File: src/io_pkg.sv
package io_pkg;

  typedef logic [31:0] word_t;

  // serial timing, kept short for simulation
  localparam int CLKS_PER_BIT = 8;

  localparam logic [7:0] BYTE_GREETING = 8'h99; // sent once after reset
  localparam logic [7:0] BYTE_LOADED   = 8'haa; // program received, core started

  // image geometry
  localparam int IMG_WIDTH  = 4;
  localparam int IMG_HEIGHT = 2;
  localparam int PIXELS     = IMG_WIDTH * IMG_HEIGHT;
  localparam int COLOR_MAX  = 255;

  localparam word_t DATA_BASE_ADDR = 32'h0000_0000; // first pixel word

  localparam int FIFO_DEPTH = 8;
  localparam int FIFO_AW    = 3;

  localparam logic [7:0] ASCII_ZERO    = 8'h30;
  localparam logic [7:0] ASCII_SPACE   = 8'h20;
  localparam logic [7:0] ASCII_NEWLINE = 8'h0a;
  localparam logic [7:0] ASCII_P       = 8'h50;

  typedef struct packed {
    logic [31:0] addr; // byte address
    word_t       data;
  } instr_wr_t;

  typedef struct packed {
    logic [31:0] addr;
    logic        rd;   // one-cycle read strobe
  } mem_rd_t;

  // red sits in the low byte of the memory word
  typedef struct packed {
    logic [7:0] blue;
    logic [7:0] green;
    logic [7:0] red;
  } rgb_pixel_t;

  typedef struct packed {
    logic [3:0] hund;
    logic [3:0] tens;
    logic [3:0] ones;
  } dec3_t;

  typedef enum logic [1:0] {LD_LEN, LD_WORD, LD_DONE} loader_state_e;

  typedef enum logic [3:0] {
    WR_INIT, WR_GREET, WR_WAIT_START, WR_LOADED, WR_WAIT_END, WR_HEADER,
    WR_READ, WR_WAIT_DATA, WR_HUND, WR_TENS, WR_ONES, WR_PIXEL, WR_IDLE
  } writer_state_e;

  typedef enum logic [1:0] {UART_IDLE, UART_START, UART_DATA, UART_STOP} uart_state_e;

endpackage

File: src/uart_rx.sv
module uart_rx (
  input  logic       clk,
  input  logic       rstn,
  input  logic       rxd,
  output logic [7:0] rx_byte,
  output logic       rx_valid
);

  io_pkg::uart_state_e state;
  logic        rxd_meta;
  logic        rxd_s;     // synchronized line
  logic [15:0] clk_cnt;
  logic [2:0]  bit_cnt;

  always_ff @(posedge clk) begin
    if (!rstn) begin
      rxd_meta <= 1'b1;
      rxd_s    <= 1'b1;
    end else begin
      rxd_meta <= rxd;
      rxd_s    <= rxd_meta;
    end
  end

  always_ff @(posedge clk) begin
    if (!rstn) begin
      state    <= io_pkg::UART_IDLE;
      clk_cnt  <= '0;
      bit_cnt  <= '0;
      rx_valid <= 1'b0;
    end else begin
      rx_valid <= 1'b0;
      clk_cnt  <= clk_cnt + 16'd1;
      case (state)
        io_pkg::UART_IDLE: begin
          clk_cnt <= '0;
          if (!rxd_s) state <= io_pkg::UART_START; // falling edge of start bit
        end
        io_pkg::UART_START: begin
          // re-check at mid start bit so a glitch is not taken as a frame
          if (clk_cnt == 16'(io_pkg::CLKS_PER_BIT / 2 - 1)) begin
            clk_cnt <= '0;
            bit_cnt <= '0;
            state   <= rxd_s ? io_pkg::UART_IDLE : io_pkg::UART_DATA;
          end
        end
        io_pkg::UART_DATA: begin
          if (clk_cnt == 16'(io_pkg::CLKS_PER_BIT - 1)) begin
            clk_cnt <= '0;
            bit_cnt <= bit_cnt + 3'd1;
            if (bit_cnt == 3'd7) state <= io_pkg::UART_STOP;
          end
        end
        default: begin
          if (clk_cnt == 16'(io_pkg::CLKS_PER_BIT - 1)) begin
            rx_valid <= rxd_s;               // low stop bit drops the frame
            state    <= io_pkg::UART_IDLE;
          end
        end
      endcase
    end
  end

  // data register, lsb arrives first
  always_ff @(posedge clk) begin
    if (state == io_pkg::UART_DATA && clk_cnt == 16'(io_pkg::CLKS_PER_BIT - 1))
      rx_byte <= {rxd_s, rx_byte[7:1]};
  end

  a_valid_single: assert property (@(posedge clk) disable iff (!rstn)
    rx_valid |=> !rx_valid);

endmodule

File: src/uart_tx.sv
module uart_tx (
  input  logic       clk,
  input  logic       rstn,
  input  logic       fifo_empty,
  input  logic [7:0] fifo_byte,
  output logic       pop,
  output logic       txd
);

  io_pkg::uart_state_e state;
  logic [15:0] clk_cnt;
  logic [2:0]  bit_cnt;
  logic [7:0]  shreg;

  assign pop = (state == io_pkg::UART_IDLE) && !fifo_empty;

  always_ff @(posedge clk) begin
    if (!rstn) begin
      state   <= io_pkg::UART_IDLE;
      clk_cnt <= '0;
      bit_cnt <= '0;
      txd     <= 1'b1;                         // line idles high
    end else begin
      clk_cnt <= clk_cnt + 16'd1;
      case (state)
        io_pkg::UART_IDLE: begin
          clk_cnt <= '0;
          bit_cnt <= '0;
          txd     <= !pop;                     // start bit goes out with the pop
          if (pop) state <= io_pkg::UART_START;
        end
        io_pkg::UART_START, io_pkg::UART_DATA: begin
          if (clk_cnt == 16'(io_pkg::CLKS_PER_BIT - 1)) begin
            clk_cnt <= '0;
            if (state == io_pkg::UART_DATA && bit_cnt == 3'd7) begin
              txd   <= 1'b1;
              state <= io_pkg::UART_STOP;
            end else begin
              txd <= shreg[0];
              if (state == io_pkg::UART_DATA) bit_cnt <= bit_cnt + 3'd1;
              state <= io_pkg::UART_DATA;
            end
          end
        end
        default: begin
          if (clk_cnt == 16'(io_pkg::CLKS_PER_BIT - 1)) state <= io_pkg::UART_IDLE;
        end
      endcase
    end
  end

  // payload shifter loaded from the fifo head on pop
  always_ff @(posedge clk) begin
    if (pop)
      shreg <= fifo_byte;
    else if (state != io_pkg::UART_IDLE && clk_cnt == 16'(io_pkg::CLKS_PER_BIT - 1))
      shreg <= {1'b0, shreg[7:1]};
  end

  // a new frame only starts after a full stop bit on the line
  a_pop_idle: assert property (@(posedge clk) disable iff (!rstn)
    pop |-> txd && $past(txd, io_pkg::CLKS_PER_BIT));

endmodule

File: src/program_loader.sv
module program_loader (
  input  logic              clk,
  input  logic              rstn,
  input  logic [7:0]        rx_byte,
  input  logic              rx_valid,
  output io_pkg::instr_wr_t instr_wr,
  output logic              instr_wr_en,
  output logic              core_start
);

  io_pkg::loader_state_e state;
  logic [1:0]  byte_cnt;   // byte position inside length or word
  logic [31:0] len_bytes;
  logic [31:0] len_next;
  logic [29:0] num_words;
  logic [29:0] word_idx;

  assign len_next = {rx_byte, len_bytes[31:8]}; // length comes lsb first

  always_ff @(posedge clk) begin
    if (!rstn) begin
      state       <= io_pkg::LD_LEN;
      byte_cnt    <= '0;
      len_bytes   <= '0;
      num_words   <= '0;
      word_idx    <= '0;
      instr_wr_en <= 1'b0;
      core_start  <= 1'b0;
    end else begin
      instr_wr_en <= 1'b0;
      core_start  <= 1'b0;
      case (state)
        io_pkg::LD_LEN: begin
          if (rx_valid) begin
            len_bytes <= len_next;
            byte_cnt  <= byte_cnt + 2'd1;
            if (byte_cnt == 2'd3) begin
              num_words <= len_next[31:2];     // whole words only
              if (len_next[31:2] == '0) begin
                // empty program, start the core straight away
                core_start <= 1'b1;
                state      <= io_pkg::LD_DONE;
              end else begin
                state <= io_pkg::LD_WORD;
              end
            end
          end
        end
        io_pkg::LD_WORD: begin
          if (rx_valid) begin
            byte_cnt <= byte_cnt + 2'd1;
            if (byte_cnt == 2'd3) begin
              instr_wr_en <= 1'b1;
              word_idx    <= word_idx + 30'd1;
              if (word_idx == num_words - 30'd1) begin
                core_start <= 1'b1;            // same cycle as the last write
                state      <= io_pkg::LD_DONE;
              end
            end
          end
        end
        default: ; // program loaded, later host bytes are ignored
      endcase
    end
  end

  // word assembly straight into the write payload
  always_ff @(posedge clk) begin
    if (state == io_pkg::LD_WORD && rx_valid) begin
      instr_wr.data <= {rx_byte, instr_wr.data[31:8]};
      instr_wr.addr <= {word_idx, 2'b00};
    end
  end

  a_no_write_in_len: assert property (@(posedge clk) disable iff (!rstn)
    state == io_pkg::LD_LEN |-> !instr_wr_en && !core_start);

endmodule

File: src/tx_byte_fifo.sv
module tx_byte_fifo (
  input  logic       clk,
  input  logic       rstn,
  input  logic       push,
  input  logic [7:0] push_byte,
  input  logic       pop,
  output logic [7:0] fifo_byte,
  output logic       fifo_full,
  output logic       fifo_empty
);

  logic [7:0]                 mem [io_pkg::FIFO_DEPTH];
  logic [io_pkg::FIFO_AW-1:0] wr_ptr;
  logic [io_pkg::FIFO_AW-1:0] rd_ptr;
  logic [io_pkg::FIFO_AW:0]   count;

  assign fifo_byte  = mem[rd_ptr];   // head is always visible
  assign fifo_full  = (count == (io_pkg::FIFO_AW + 1)'(io_pkg::FIFO_DEPTH));
  assign fifo_empty = (count == '0);

  always_ff @(posedge clk) begin
    if (push) mem[wr_ptr] <= push_byte;
  end

  always_ff @(posedge clk) begin
    if (!rstn) begin
      wr_ptr <= '0;
      rd_ptr <= '0;
      count  <= '0;
    end else begin
      if (push) wr_ptr <= wr_ptr + 1'b1;   // depth is a power of two, pointers wrap
      if (pop)  rd_ptr <= rd_ptr + 1'b1;
      case ({push, pop})
        2'b10:   count <= count + 1'b1;
        2'b01:   count <= count - 1'b1;
        default: ;
      endcase
    end
  end

  a_no_overflow: assert property (@(posedge clk) disable iff (!rstn) push |-> !fifo_full);
  a_no_underflow: assert property (@(posedge clk) disable iff (!rstn) pop |-> !fifo_empty);

endmodule

File: src/frame_writer.sv
module frame_writer (
  input  logic            clk,
  input  logic            rstn,
  input  logic            core_start,
  input  logic            core_end,
  input  logic            fifo_full,
  output logic            push,
  output logic [7:0]      push_byte,
  output io_pkg::mem_rd_t mem_rd,
  input  io_pkg::word_t   mem_data,
  input  logic            mem_data_ready
);

  io_pkg::writer_state_e state;
  logic [3:0]         byte_idx;   // position in header or pixel line
  logic [15:0]        pix_idx;
  logic               rd_pending;
  io_pkg::rgb_pixel_t pix;
  logic [7:0]         chan [3];   // red, green, blue
  logic [7:0]         rem  [3];
  io_pkg::dec3_t      dec  [3];
  io_pkg::dec3_t      cur_dec;
  logic [7:0]         pixel_byte;

  // repeated subtraction, returns {digit, remainder}
  function automatic logic [11:0] split_digit(input logic [7:0] value, input logic [7:0] unit);
    logic [3:0] digit;
    logic [7:0] rest;
    digit = 4'd0;
    rest  = value;
    for (int k = 0; k < 9; k++) begin
      if (rest >= unit) begin
        rest  = rest - unit;
        digit = digit + 4'd1;
      end
    end
    return {digit, rest};
  endfunction

  function automatic logic [7:0] const_digit(input int value, input int place);
    return 8'(io_pkg::ASCII_ZERO + (value / place) % 10);
  endfunction

  // "P3\n", width, height and color max as fixed three-digit fields
  function automatic logic [7:0] header_byte(input logic [3:0] idx);
    case (idx)
      4'd0:        return io_pkg::ASCII_P;
      4'd1:        return const_digit(3, 1);
      4'd3:        return const_digit(io_pkg::IMG_WIDTH, 100);
      4'd4:        return const_digit(io_pkg::IMG_WIDTH, 10);
      4'd5:        return const_digit(io_pkg::IMG_WIDTH, 1);
      4'd6, 4'd10: return io_pkg::ASCII_SPACE;
      4'd7:        return const_digit(io_pkg::IMG_HEIGHT, 100);
      4'd8:        return const_digit(io_pkg::IMG_HEIGHT, 10);
      4'd9:        return const_digit(io_pkg::IMG_HEIGHT, 1);
      4'd11:       return const_digit(io_pkg::COLOR_MAX, 100);
      4'd12:       return const_digit(io_pkg::COLOR_MAX, 10);
      4'd13:       return const_digit(io_pkg::COLOR_MAX, 1);
      default:     return io_pkg::ASCII_NEWLINE;
    endcase
  endfunction

  assign chan[0] = pix.red;
  assign chan[1] = pix.green;
  assign chan[2] = pix.blue;

  assign cur_dec = dec[byte_idx[3:2]];
  always_comb begin
    case (byte_idx[1:0])
      2'd0:    pixel_byte = io_pkg::ASCII_ZERO + {4'd0, cur_dec.hund};
      2'd1:    pixel_byte = io_pkg::ASCII_ZERO + {4'd0, cur_dec.tens};
      2'd2:    pixel_byte = io_pkg::ASCII_ZERO + {4'd0, cur_dec.ones};
      default: pixel_byte = (byte_idx[3:2] == 2'd2) ? io_pkg::ASCII_NEWLINE : io_pkg::ASCII_SPACE;
    endcase
  end

  assign push = !fifo_full && (state inside {io_pkg::WR_GREET, io_pkg::WR_LOADED,
                                             io_pkg::WR_HEADER, io_pkg::WR_PIXEL});
  always_comb begin
    case (state)
      io_pkg::WR_LOADED: push_byte = io_pkg::BYTE_LOADED;
      io_pkg::WR_HEADER: push_byte = header_byte(byte_idx);
      io_pkg::WR_PIXEL:  push_byte = pixel_byte;
      default:           push_byte = io_pkg::BYTE_GREETING;
    endcase
  end

  always_ff @(posedge clk) begin
    if (!rstn) begin
      state      <= io_pkg::WR_INIT;
      byte_idx   <= '0;
      pix_idx    <= '0;
      rd_pending <= 1'b0;
      mem_rd     <= '0;
    end else begin
      mem_rd.rd <= 1'b0;
      if (mem_rd.rd) rd_pending <= 1'b1;
      else if (mem_data_ready) rd_pending <= 1'b0;
      case (state)
        io_pkg::WR_INIT:       state <= io_pkg::WR_GREET;
        io_pkg::WR_GREET:      if (push) state <= io_pkg::WR_WAIT_START;
        io_pkg::WR_WAIT_START: if (core_start) state <= io_pkg::WR_LOADED;
        io_pkg::WR_LOADED:     if (push) state <= io_pkg::WR_WAIT_END;
        io_pkg::WR_WAIT_END: begin
          byte_idx <= '0;
          if (core_end) state <= io_pkg::WR_HEADER;
        end
        io_pkg::WR_HEADER: begin
          if (push) begin
            byte_idx <= (byte_idx == 4'd14) ? 4'd0 : byte_idx + 4'd1;
            if (byte_idx == 4'd14) state <= io_pkg::WR_READ;
          end
        end
        io_pkg::WR_READ: begin
          mem_rd.addr <= io_pkg::DATA_BASE_ADDR + {14'd0, pix_idx, 2'b00};
          mem_rd.rd   <= 1'b1;
          state       <= io_pkg::WR_WAIT_DATA;
        end
        io_pkg::WR_WAIT_DATA: if (mem_data_ready) state <= io_pkg::WR_HUND;
        io_pkg::WR_HUND:      state <= io_pkg::WR_TENS;
        io_pkg::WR_TENS:      state <= io_pkg::WR_ONES;
        io_pkg::WR_ONES:      state <= io_pkg::WR_PIXEL;
        io_pkg::WR_PIXEL: begin
          if (push) begin
            byte_idx <= (byte_idx == 4'd11) ? 4'd0 : byte_idx + 4'd1;
            if (byte_idx == 4'd11) begin
              pix_idx <= pix_idx + 16'd1;
              state   <= (pix_idx == 16'(io_pkg::PIXELS - 1)) ? io_pkg::WR_IDLE
                                                             : io_pkg::WR_READ;
            end
          end
        end
        default: ; // image done, stay quiet
      endcase
    end
  end

  // pixel capture and digit split, one digit per cycle
  always_ff @(posedge clk) begin
    if (state == io_pkg::WR_WAIT_DATA && mem_data_ready) pix <= mem_data[23:0];
    for (int c = 0; c < 3; c++) begin
      if (state == io_pkg::WR_HUND) {dec[c].hund, rem[c]} <= split_digit(chan[c], 8'd100);
      if (state == io_pkg::WR_TENS) {dec[c].tens, rem[c]} <= split_digit(rem[c], 8'd10);
      if (state == io_pkg::WR_ONES) dec[c].ones <= rem[c][3:0];
    end
  end

  a_one_read: assert property (@(posedge clk) disable iff (!rstn)
    mem_rd.rd |-> !rd_pending);

endmodule

File: src/io_top.sv
module io_top (
  input  logic              clk,
  input  logic              rstn,
  input  logic              rxd,
  output logic              txd,
  output io_pkg::instr_wr_t instr_wr,
  output logic              instr_wr_en,
  output logic              core_start,
  input  logic              core_end,
  output io_pkg::mem_rd_t   mem_rd,
  input  io_pkg::word_t     mem_data,
  input  logic              mem_data_ready
);

  logic [7:0] rx_byte;
  logic       rx_valid;
  logic       push;
  logic [7:0] push_byte;
  logic       pop;
  logic [7:0] fifo_byte;
  logic       fifo_full;
  logic       fifo_empty;

  uart_rx u_uart_rx (
    .clk      (clk),
    .rstn     (rstn),
    .rxd      (rxd),
    .rx_byte  (rx_byte),
    .rx_valid (rx_valid)
  );

  program_loader u_program_loader (
    .clk         (clk),
    .rstn        (rstn),
    .rx_byte     (rx_byte),
    .rx_valid    (rx_valid),
    .instr_wr    (instr_wr),
    .instr_wr_en (instr_wr_en),
    .core_start  (core_start)
  );

  // producer side of the outgoing byte stream
  frame_writer u_frame_writer (
    .clk            (clk),
    .rstn           (rstn),
    .core_start     (core_start),
    .core_end       (core_end),
    .fifo_full      (fifo_full),
    .push           (push),
    .push_byte      (push_byte),
    .mem_rd         (mem_rd),
    .mem_data       (mem_data),
    .mem_data_ready (mem_data_ready)
  );

  tx_byte_fifo u_tx_byte_fifo (
    .clk        (clk),
    .rstn       (rstn),
    .push       (push),
    .push_byte  (push_byte),
    .pop        (pop),
    .fifo_byte  (fifo_byte),
    .fifo_full  (fifo_full),
    .fifo_empty (fifo_empty)
  );

  uart_tx u_uart_tx (
    .clk        (clk),
    .rstn       (rstn),
    .fifo_empty (fifo_empty),
    .fifo_byte  (fifo_byte),
    .pop        (pop),
    .txd        (txd)
  );

endmodule

File: config.mk
export PLATFORM = sky130hd
export DESIGN_NAME = io_top
export DESIGN_NICKNAME = d
export VERILOG_FILES = /design/src/io_pkg.sv /design/src/uart_rx.sv /design/src/uart_tx.sv /design/src/program_loader.sv /design/src/tx_byte_fifo.sv /design/src/frame_writer.sv /design/src/io_top.sv
export SDC_FILE = /design/constraint.sdc
export NUM_CORES = 1
export LEC_CHECK = 0
export BUFFER_PORTS_ARGS = -buffer_cell sky130_fd_sc_hd__buf_2
export CAP_MARGIN = 20
export CORE_MARGIN = 5
export CORE_UTILIZATION = 35
export DETAILED_ROUTE_END_ITERATION = 8
export PLACE_DENSITY = 0.49
export SETUP_SLACK_MARGIN = 0.1
export SLEW_MARGIN = 20
export SYNTH_ARGS = -nofsm -noshare
export SYNTH_HDL_FRONTEND = slang
export SYNTH_SLANG_ARGS = --single-unit
export TNS_END_PERCENT = 30
File: constraint.sdc
create_clock -name clk -period 36.8 [get_ports clk]
set_input_delay 1.84 -clock clk [delete_from_list [all_inputs] [get_ports clk]]
set_output_delay 1.84 -clock clk [all_outputs]
set_load 0.005 [all_outputs]
Yosys cells after proc, flatten, opt, wreduce, memory -nomap -nowiden

Memory sizes are Yosys's and may differ from the RTL's. A register that Yosys moved wholly into a read port is not among the register bits.
Cells that the tools add are included.

Memory bits (read-only): 112
Output and inout port bits: 100
Input port bits: 37
Memories: 2
Register bits: 357
Memory bits (writable): 64
Word-level logic and storage cells: 606
Bits in latches: 0

Shift operators: 0
Equal/unequal tests: 54
Div/mod/pow operators: 0
Magnitude comparators: 55
Reduce and logical (&&, ||, !) cells: 46
Add/sub/neg operators: 118
$mul: 0
Bitwise gates (word level): 3
Multiplexer cells: 284

Memories:

| memory             | depth | width | rd ports | clocked after memory_dff | write ports | line               | source |
|---|---|---|---|---|---|---|---|
| (name not given)   | 16    | 7     | 1        | 1                        | 0           | frame_writer.sv:46 | `case (idx)` |
| u_tx_byte_fifo.mem | 8     | 8     | 1        | 1                        | 1           | tx_byte_fifo.sv:12 | `logic [7:0] mem [io_pkg::FIFO_DEPTH];` |

Operators by type and width:

| cell                  | number |
|---|---|
| $mux 8                | 110 |
| $mux 4                | 112 |
| $ge 8x4->1 const B    | 27 |
| $ge 8x7->1 const B    | 27 |
| $sub 8x4->8 const B   | 27 |
| $sub 8x7->8 const B   | 27 |
| $add 4x1->4 const B   | 50 |
| $add 16x1->16 const B | 3 |
| $eq 16x3->1 const B   | 3 |
| $mux 16               | 3 |
| $pmux 16 s3           | 1 |
| $pmux 4 s12           | 1 |
| $pmux 8 s3            | 2 |
| $pmux 16 s2           | 1 |
| $add 30x1->30 const B | 1 |
| $eq 30x30->1          | 1 |
| $logic_not 30->1      | 1 |
| $mux 2                | 15 |
| $sub 30x1->30 const B | 1 |
| $eq 4x4->1 const B    | 7 |
| $bmux 12 s2           | 1 |
| $mux 12               | 2 |
| $ne 2x1->1 const B    | 12 |
| $add 6x4->7 const A   | 3 |
| 39 further kinds      | 122 |

Depth between registers and ports, before layout

Gate-level depths: netlist of run 1.

Depth after elaboration: 28
Gate-level depth with buffers: 73

Modules after synthesis

A second synthesis of run 1 with hierarchy kept.

Cell total of the unflattened synthesis: 4018
Area, all modules: 34753.3 um2

Modules (own cells, without submodules):

| module         | times used | cells an instance | area an instance (um2) |
|---|---|---|---|
| frame_writer   | 1          | 2939              | 22197.5 |
| program_loader | 1          | 625               | 6480.0 |
| tx_byte_fifo   | 1          | 163               | 3125.5 |
| uart_tx        | 1          | 154               | 1541.5 |
| uart_rx        | 1          | 137               | 1408.9 |

Worst setup path before layout of run 1

No wires, ideal clock.

Path type: flip-flop to flip-flop
Start: reg u_frame_writer.pix, in the netlist u_frame_writer.chan[2]
End: reg u_frame_writer.rem[5] (netlist name) (data pin)
Arrival time: 11765 ps
Stages on the path, launching flop included: 61
Slack: 24775 ps
Library setup time: 260 ps
Period minus slack after synthesis: 12025 ps
Buffers on the path: 3
Cells stage by stage: edfxtp_1 > inv_1 > ha_1 > buf_2 > nor2b_1 > a31oi_4 > o21ai_0 > ha_1 > or3b_2 > a21boi_0 > and3_1 > o21ai_2 > xnor2_1 > inv_1 > ha_1 > o221ai_1 > nor3b_1 > o22a_1 > (+25 left out) > nand2_1 > nand2_1 > nor3_1 > o32ai_4 > xor2_1 > inv_1 > ha_1 > nand2_1 > nand2_1 > or3_1 > a32oi_4 > mux2i_1 > ha_1 > nand2_1 > and3_1 > o31ai_4 > a31oi_1 > mux2_2

Word-level cells in the longest chain between the ends: 28

RTL lines:

| what                                             | line                                   | source |
|---|---|---|
| from (decl)                                      | frame_writer.sv:18                     | `io_pkg::rgb_pixel_t pix;` |
| from (signal assigned)                           | frame_writer.sv:140                    | `if (state == io_pkg::WR_WAIT_DATA && mem_data_ready) pix <= mem_data[23:0];` |
| $sub 8x7->8 / $ge 8x7->1 (equally long branches) | frame_writer.sv:33, frame_writer.sv:32 |  |
| $mux 8 *                                         | frame_writer.sv:32                     | `if (rest >= unit) begin` |
| $mux 8 *                                         | frame_writer.sv:142                    | `if (state == io_pkg::WR_HUND) {dec[c].hund, rem[c]} <= split_digit(chan[c], 8'd100);` |
| $sub 8x7->8 / $ge 8x7->1 (equally long branches) | frame_writer.sv:33, frame_writer.sv:32 |  |
| $mux 8 *                                         | frame_writer.sv:32                     |  |
| $mux 8 *                                         | frame_writer.sv:142                    |  |
| $sub 8x7->8 / $ge 8x7->1 (equally long branches) | frame_writer.sv:33, frame_writer.sv:32 |  |
| $mux 8 *                                         | frame_writer.sv:32                     |  |
| (+12 left out)                                   | --                                     |  |
| $mux 8 *                                         | frame_writer.sv:142                    |  |
| $sub 8x7->8 / $ge 8x7->1 (equally long branches) | frame_writer.sv:33, frame_writer.sv:32 |  |
| $mux 8 *                                         | frame_writer.sv:32                     |  |
| $mux 8 *                                         | frame_writer.sv:142                    |  |
| $sub 8x7->8 / $ge 8x7->1 (equally long branches) | frame_writer.sv:33, frame_writer.sv:32 |  |
| $mux 8 *                                         | frame_writer.sv:32                     |  |
| $mux 8 *                                         | frame_writer.sv:142                    |  |
| $mux 8 *                                         | frame_writer.sv:143                    | `if (state == io_pkg::WR_TENS) {dec[c].tens, rem[c]} <= split_digit(rem[c], 8'd10);` |
| to (signal, indexed assignment)                  | frame_writer.sv:142                    |  |
| to (signal, indexed assignment)                  | frame_writer.sv:143                    |  |
| to (decl)                                        | frame_writer.sv:20                     | `logic [7:0] rem [3];` |

Mark *: on every way between the ends. The rest lies on a longest branch, timed or not. The select of a mux whose other input is x is not followed.
A chain may end at the register's enable or synchronous reset.

Final worst setup path of run 1

Start: reg u_frame_writer.pix, in the netlist u_frame_writer.chan[2]
End: reg u_frame_writer.rem[3] (netlist name) (data pin)

Same word-level chain as after synthesis.

==> flow_summary.toml, run 1 <==
[run_status]
status = "completed"

[cts]
clk_latency_ps = 610
postCtsHoldBufs = 0
numCtsBuffers = 52
cts.clk_slew.worst_paths_ps = 60
cts-root-buf = "clkbuf_16"
cts.htree.levels = 2
post_cts_buffers = 0
ctsLongestPathBuffers = 3
clkSinkCount = 421
cts_tree = "yes"
cts_resized = 0

[floorplanning]
core_area_mm2 = 0.09628
die-area_mm2 = 0.1029
die_y_um = 320.7
die_w_um = 320.7
rows = 114
start_util_pct = 35.09
io-pin-count = 137

[worst_setup_path]
start_kind = "register"
criticalPathCategory = "reg2reg"
r2r_start = "u_frame_writer.chan[2]"
r2r_slack_ps = 22570
cp_max_fo = 11
reg2reg_to = "u_frame_writer.rem[3]"
critPathMaxStageDelay_ps = 530
cp_slowest_cell = "edfxtp_1"
cp.required_ps = 37240
worstPathArrival_ps = 14670
endpoint_kind = "register"
r2r_cells = 58

[grt]
grt_pass1_wl_um = 141900
grt-ovfl-total = 0
antenna_found_initial = 2
grt_pass1_vias = 27065
grt_max_degree = 83
grt_util_all_layers_pct = 16.17

[sta]
fin_crit_ps = 14230
clock_skew_ps = 24.67
fmax_mhz = 70.26
whs_ps = 439.2
rsz0062_at_grt = "no"
finalWorstSetupSlack_ps = 22570
relSlewSlack_pct = 33.45
finalCritPeriodShare_pct = 38.67
drv_slew = 0
fin_setup_tns_ps = 0
setup_viol = 0
worst_slew_pin_slew_ps = 990.6
hold_viol = 0

[place]
gp_congestion = 0.8362
portBuffers = 110
pre_cts_slack_ps = 22640
dp_hpwl_um = 65510

[min_path]
hp-class = "reg2reg"
min_from = "u_program_loader.instr_wr[8]"
hold_end = "u_program_loader.instr_wr[0]"
min_path_cells = 0

[yosys]
yosysSeqAreaShare_pct = 31.64
avgSynthCellArea_um2 = 8.720
async_flop_share_pct = 0
synth_edf_count = 226
synth_seq_cells = 421
yosysUniqueCellTypes = 149
yosysWarnings = 0
synthCells = 3875
netlist_area_mm2 = 0.03379
synth_flop_cell = "edfxtp_1"

[power_and_ir_drop]
power.total_mw = 1.215
leakage_nw = 13.47
ir_drop_mv = 0.04315
powerDensity_mw_per_mm2 = 32.70

[detailed_routing]
via_per_inst = 5.458
drt_first_pass_iters = 5
drc = 0
ant_nets = 0
drt_iter0_drc = 1715
totalWireLength_um = 86390
avgRoutedWirePerCell_um = 16.50
via_count = 28582

[cells_and_area]
diodes = 0
fill_cells = 9837
final_common_cell = "nand2_1"
layout-drive-gt1-share_pct = 11.66
area_delta_synth_final_pct = 9.976
seq_area_mm2 = 0.01069
layout_common_cells = "nand2_1 (446), nor2_1 (285), edfxtp_1 (226), xnor2_1 (206), dfxtp_1 (195)"
nets = 4098
multiInputGateArea_mm2 = 0.02183

[flow_run]
cap_violations = 0
==> where the power goes <==
group          internal (mW)  switching (mW)  total (mW)
clock network          0.301           0.213       0.515
logic                 0.0696          0.0973       0.167
registers              0.519          0.0146       0.534
==> registers in the layout (all words and copies together), names as in the netlist, 16 cells and up, named ones only <==
register / flops
u_frame_writer.chan: 24
u_frame_writer.dec: 36
u_frame_writer.mem_rd: 17
u_frame_writer.pix_idx: 16
u_frame_writer.rem: 24
u_program_loader.instr_wr: 62
u_program_loader.len_bytes: 22
u_program_loader.num_words: 30
u_program_loader.word_idx: 30
u_tx_byte_fifo.mem: 64
u_uart_rx.clk_cnt: 16
u_uart_tx.clk_cnt: 16
==> routing by layer <==
| metal | vias up | share of wire (%) | track usage (%) |
|---|---|---|---|
| li1 | 14589 | - | - |
| met1 | 13433 | 47 | 21.92 |
| met4 | 0 | 1.9 | 3.441 |
| met5 | - | 0 | 0 |
| met3 | 105 | 3.7 | 2.240 |
| met2 | 455 | 47 | 27.62 |
==> area by class of cell <==
cell class              count  share of cell area [%]
well taps                1276                   4.296
clock buffers              59                   3.626
clock inverters            39                   1.054
repair buffers            129                   1.872
multi-input cells        3152                   58.76
inverters                 161                   1.626
flip-flops and latches    421                   28.77
==> synth_stat cells, drive strengths merged (17+ instances only) <==
library cell	number	area (um^2)
a21boi	80	604.3
o211ai	48	370.3
mux2	69	788.3
a211o	22	192.7
dfxtp	195	3904
nor4	49	334.1
and3	53	331.6
or2	35	221.5
a221oi	17	161.4
ha	143	1789
nand3	120	615.6
a31oi	44	339.1
and2	101	631.9
o22ai	32	206.5
a21oi	186	972.2
or3	40	265.3
o21a	31	234.0
nor2b	42	262.8
o31ai	42	366.6
a21o	35	262.8
o32ai	17	175.2
edfxtp	226	6787
nand4	44	275.3
nor3	115	611.8
clkbuf	82	307.8
or4	25	206.4
o21ai	177	930.9
nand2b	45	281.5
o31a	18	158.9
xnor2	208	1837
a211oi	54	475.5
mux2i	73	747.0
nand2	449	1698
inv	159	596.8
a22o	33	289.0
nor2	289	1114
o2111ai	19	166.4
buf	76	452.9
xor2	84	754.5
==> per-stage QoR <==
| stage | utilization, % | std cells | area (um^2) |
|---|---|---|---|
| CTS | 38.58 | 5236 | 37150 |
| detailed placement | 36.78 | 5138 | 35410 |
| global route | 38.60 | 5237 | 37160 |
| finish | 38.60 | 5237 | 37160 |
| floorplan | - | 3892 | 33850 |
| global placement | 36.77 | 5138 | 35410 |
==> how the worst max path moves through the flow <==
stage               slack (ps)                      to  cells after the start                     from
floorplan                24770   u_frame_writer.rem[5]                     60   u_frame_writer.chan[2]
global placement         22570   u_frame_writer.rem[5]                     57   u_frame_writer.chan[2]
detailed placement       22640   u_frame_writer.rem[3]                     58   u_frame_writer.chan[2]
CTS                      22570   u_frame_writer.rem[3]                     58   u_frame_writer.chan[2]
global route             21130  u_frame_writer.rem[19]                     63  u_frame_writer.chan[18]
finish                   22570   u_frame_writer.rem[3]                     58   u_frame_writer.chan[2]
==> logic make-up (layout without fill, tap and decap cells) <==
kind of cell	Yosys count	in the layout	synth area share (%)
flip-flops	421	421	31.64
AND/OR/NAND/NOR	1482	1482	22.22
buffers and inverters	319	388	4.040
multiplexers	158	158	5.610
AO/OA/AOI/OAI	1057	1057	23.43
other	1	18	0.01110
adder cells (fa/ha/maj)	145	145	5.384
XOR/XNOR	292	292	7.669
==> critical path: cells and delay by family, from the launching register on <==
family                     cells  cell delay (ps)
adders and majority gates      9             2030
xor gates and xnor gates       2              460
and+or+nand+nor               19             3830
muxes                          5             1610
DFF                            1              530
buffers and inverters          6              600
AOI/OAI and AO/OA             17             4970
No activity file was read; power rests on OpenSTA's default activity.
==> run 2: changes to the inputs <==
PLACE_DENSITY = 0.51   (was 0.49)
clock period = 12.1 ns   (was 36.8 ns; I/O delays follow)
==> run 2 against run 1 <==
Cell area is 3.0% higher; setup slack got worse by 22000 ps; power grew to 3.0 times the previous value; sequential share of layout area decreased by 0.84 points; critical path depth rose by 3; clock power rose to 2.9 times the previous value; sequential cell count did not move; global-route usage barely moved; register-to-register slack got worse by 22000 ps; clock skew barely moved; wire length about the same; via count rose by 1.6%; highest routed layer unchanged.
==> flow_summary.toml, run 2 (same netlist as run 1, synthesis figures left out) <==
[power_and_ir_drop]
swShare_pct = 26.46
power.total_mw = 3.611
leakage_nw = 14.05
ir_drop_mv = 0.08191
switchingPower_mw = 0.9555
power.share.combinational_pct = 14.3
p_int_mw = 2.655
pwr-share-seq_pct = 44.9
powerDensity_mw_per_mm2 = 94.32
clock_power_share_pct = 40.8

[cts]
cts.clk_slew.worst_paths_ps = 60
postCtsHoldBufs = 0
cts-root-buf = "clkbuf_16"
cts_tree = "yes"
clkSinkCount = 421
ctsLongestPathBuffers = 3
numCtsBuffers = 49
cts.htree.levels = 2
clk_latency_ps = 600

[cells_and_area]
nets = 4207
final_common_cell = "nand2_1"
layout_common_cells = "nand2_1 (440), nor2_1 (281), edfxtp_1 (226), xnor2_1 (196), dfxtp_1 (195)"
diodes = 0
reg_top3 = "u_tx_byte_fifo.mem x64, u_program_loader.instr_wr x62, u_frame_writer.dec x36"
layout-drive-gt1-share_pct = 15.71
area_delta_synth_final_pct = 13.30
top_register = "u_tx_byte_fifo.mem"
largest_reg_flops = 64

[sta]
setup_viol = 0
whs_ps = 190.5
drv_slew = 0
rsz0062_at_grt = "yes"
fin_crit_ps = 11340
worst_slew_pin_slew_ps = 1047
finalCritPeriodShare_pct = 93.75
clock_skew_ps = 24.77
relSlewSlack_pct = 29.68
hold_viol = 0
fin_setup_tns_ps = 0
fmax_mhz = 88.16

[run_status]
status = "completed"

[detailed_routing]
drc = 0
ant_nets = 0
totalWireLength_um = 86380
via_per_inst = 5.434
drt_iter0_drc = 1811
avgRoutedWirePerCell_um = 16.17
via_count = 29032
drt_first_pass_iters = 5

[place]
portBuffers = 110
gp_congestion = 0.8416
dp_hpwl_um = 65040

[worst_setup_path]
cp.required_ps = 12430
criticalPathCategory = "reg2reg"
start_kind = "register"
cp_top_family = "compound AO/OA/AOI/OAI gates"
crit_buf_inv = 8
cp_common_cell = "ha_1"
critPathMaxStageDelay_ps = 460
worstPathArrival_ps = 11670
cp_max_fo = 5
cp_slowest_cell = "or3b_2"
endpoint_kind = "register"

[grt]
grt_pass1_wl_um = 141800
grt-ovfl-total = 0
antenna_found_initial = 0
grt_max_degree = 64
grt_util_all_layers_pct = 16.13
grt_pass1_vias = 27534

[floorplanning]
io-pin-count = 137
core_area_mm2 = 0.09628
start_util_pct = 35.09
die_y_um = 320.7
die_w_um = 320.7
die-area_mm2 = 0.1029
rows = 114

[min_path]
hp-class = "in2reg"

[flow_run]
cap_violations = 0
-- run 2: layer usage --
layer  part of all wire [%]  vias up  routed length (um)  track usage [%]
met5                      0        -                   0                0
met4                    1.9        0                1679            3.557
met3                    3.2       99                2746            1.691
met2                     48      482               41490            28.02
met1                     47    13663               40470            21.75
li1                       -    14788                   -                -
-- run 2: through the flow --
step | instance area (um^2) | utilization, % | std cells | setup slack (ps)
after floorplan | 33860 | - | 3892 | 176.4
after global placement | 36050 | 37.44 | 5222 | 242.8
after detailed placement | 36050 | 37.44 | 5222 | 39.98
after CTS | 37680 | 39.14 | 5314 | 90.02
after global routing | 38280 | 39.76 | 5343 | -21.70
final | 38280 | 39.76 | 5343 | 756.6
-- run 2: layout make-up --
cell class	instances	area, um^2
well taps	1276	1597
flip-flops and latches	421	10690
clock inverters	26	261.5
multi-input cells	3152	22230
clock buffers	66	1361
repair buffers	241	1540
fillers	9731	58000
inverters	161	604.3
-- run 2: power by group through the flow --
stage | combinational, mW | sequential [mW] | clock [mW]
global route | 0.587 | 1.63 | 1.59
finish | 0.515 | 1.62 | 1.47
detailed placement | 0.515 | 1.65 | 0
global placement | 0.512 | 1.65 | 0
CTS | 0.517 | 1.62 | 1.53
floorplan | 0.404 | 1.63 | 0
-- run 2: final timing paths --
check / startpoint / to / slack, ps / depth (start not counted)
setup / recovery: u_frame_writer.chan[3] / u_frame_writer.rem[5] / 760 / 61
hold reg to reg: u_program_loader.instr_wr[9] / u_program_loader.instr_wr[1] / 440 / 0
hold / removal: mem_data[9] / u_frame_writer.chan[9] / 190 / 1
setup reg to reg: u_frame_writer.chan[3] / u_frame_writer.rem[5] / 760 / 61
-- run 2: worst register-to-register path: cells and delay by family (launching register included) --
family	cells	cell delay, ps
fa+ha+maj	9	1560
mux	4	1220
flops	1	400
buf+inv	8	780
compound gates	18	3610
xor+xnor	1	200
simple gates	21	3330
-- run 2: repair_timing --
action                                  4_1_cts  5_1_grt
resized for setup                             4       91
hold endpoints to repair                      0        0
buffers inserted                              0       29
endpoints found under the setup margin       11       30
pin swaps                                     0       27
cloned                                        0        0
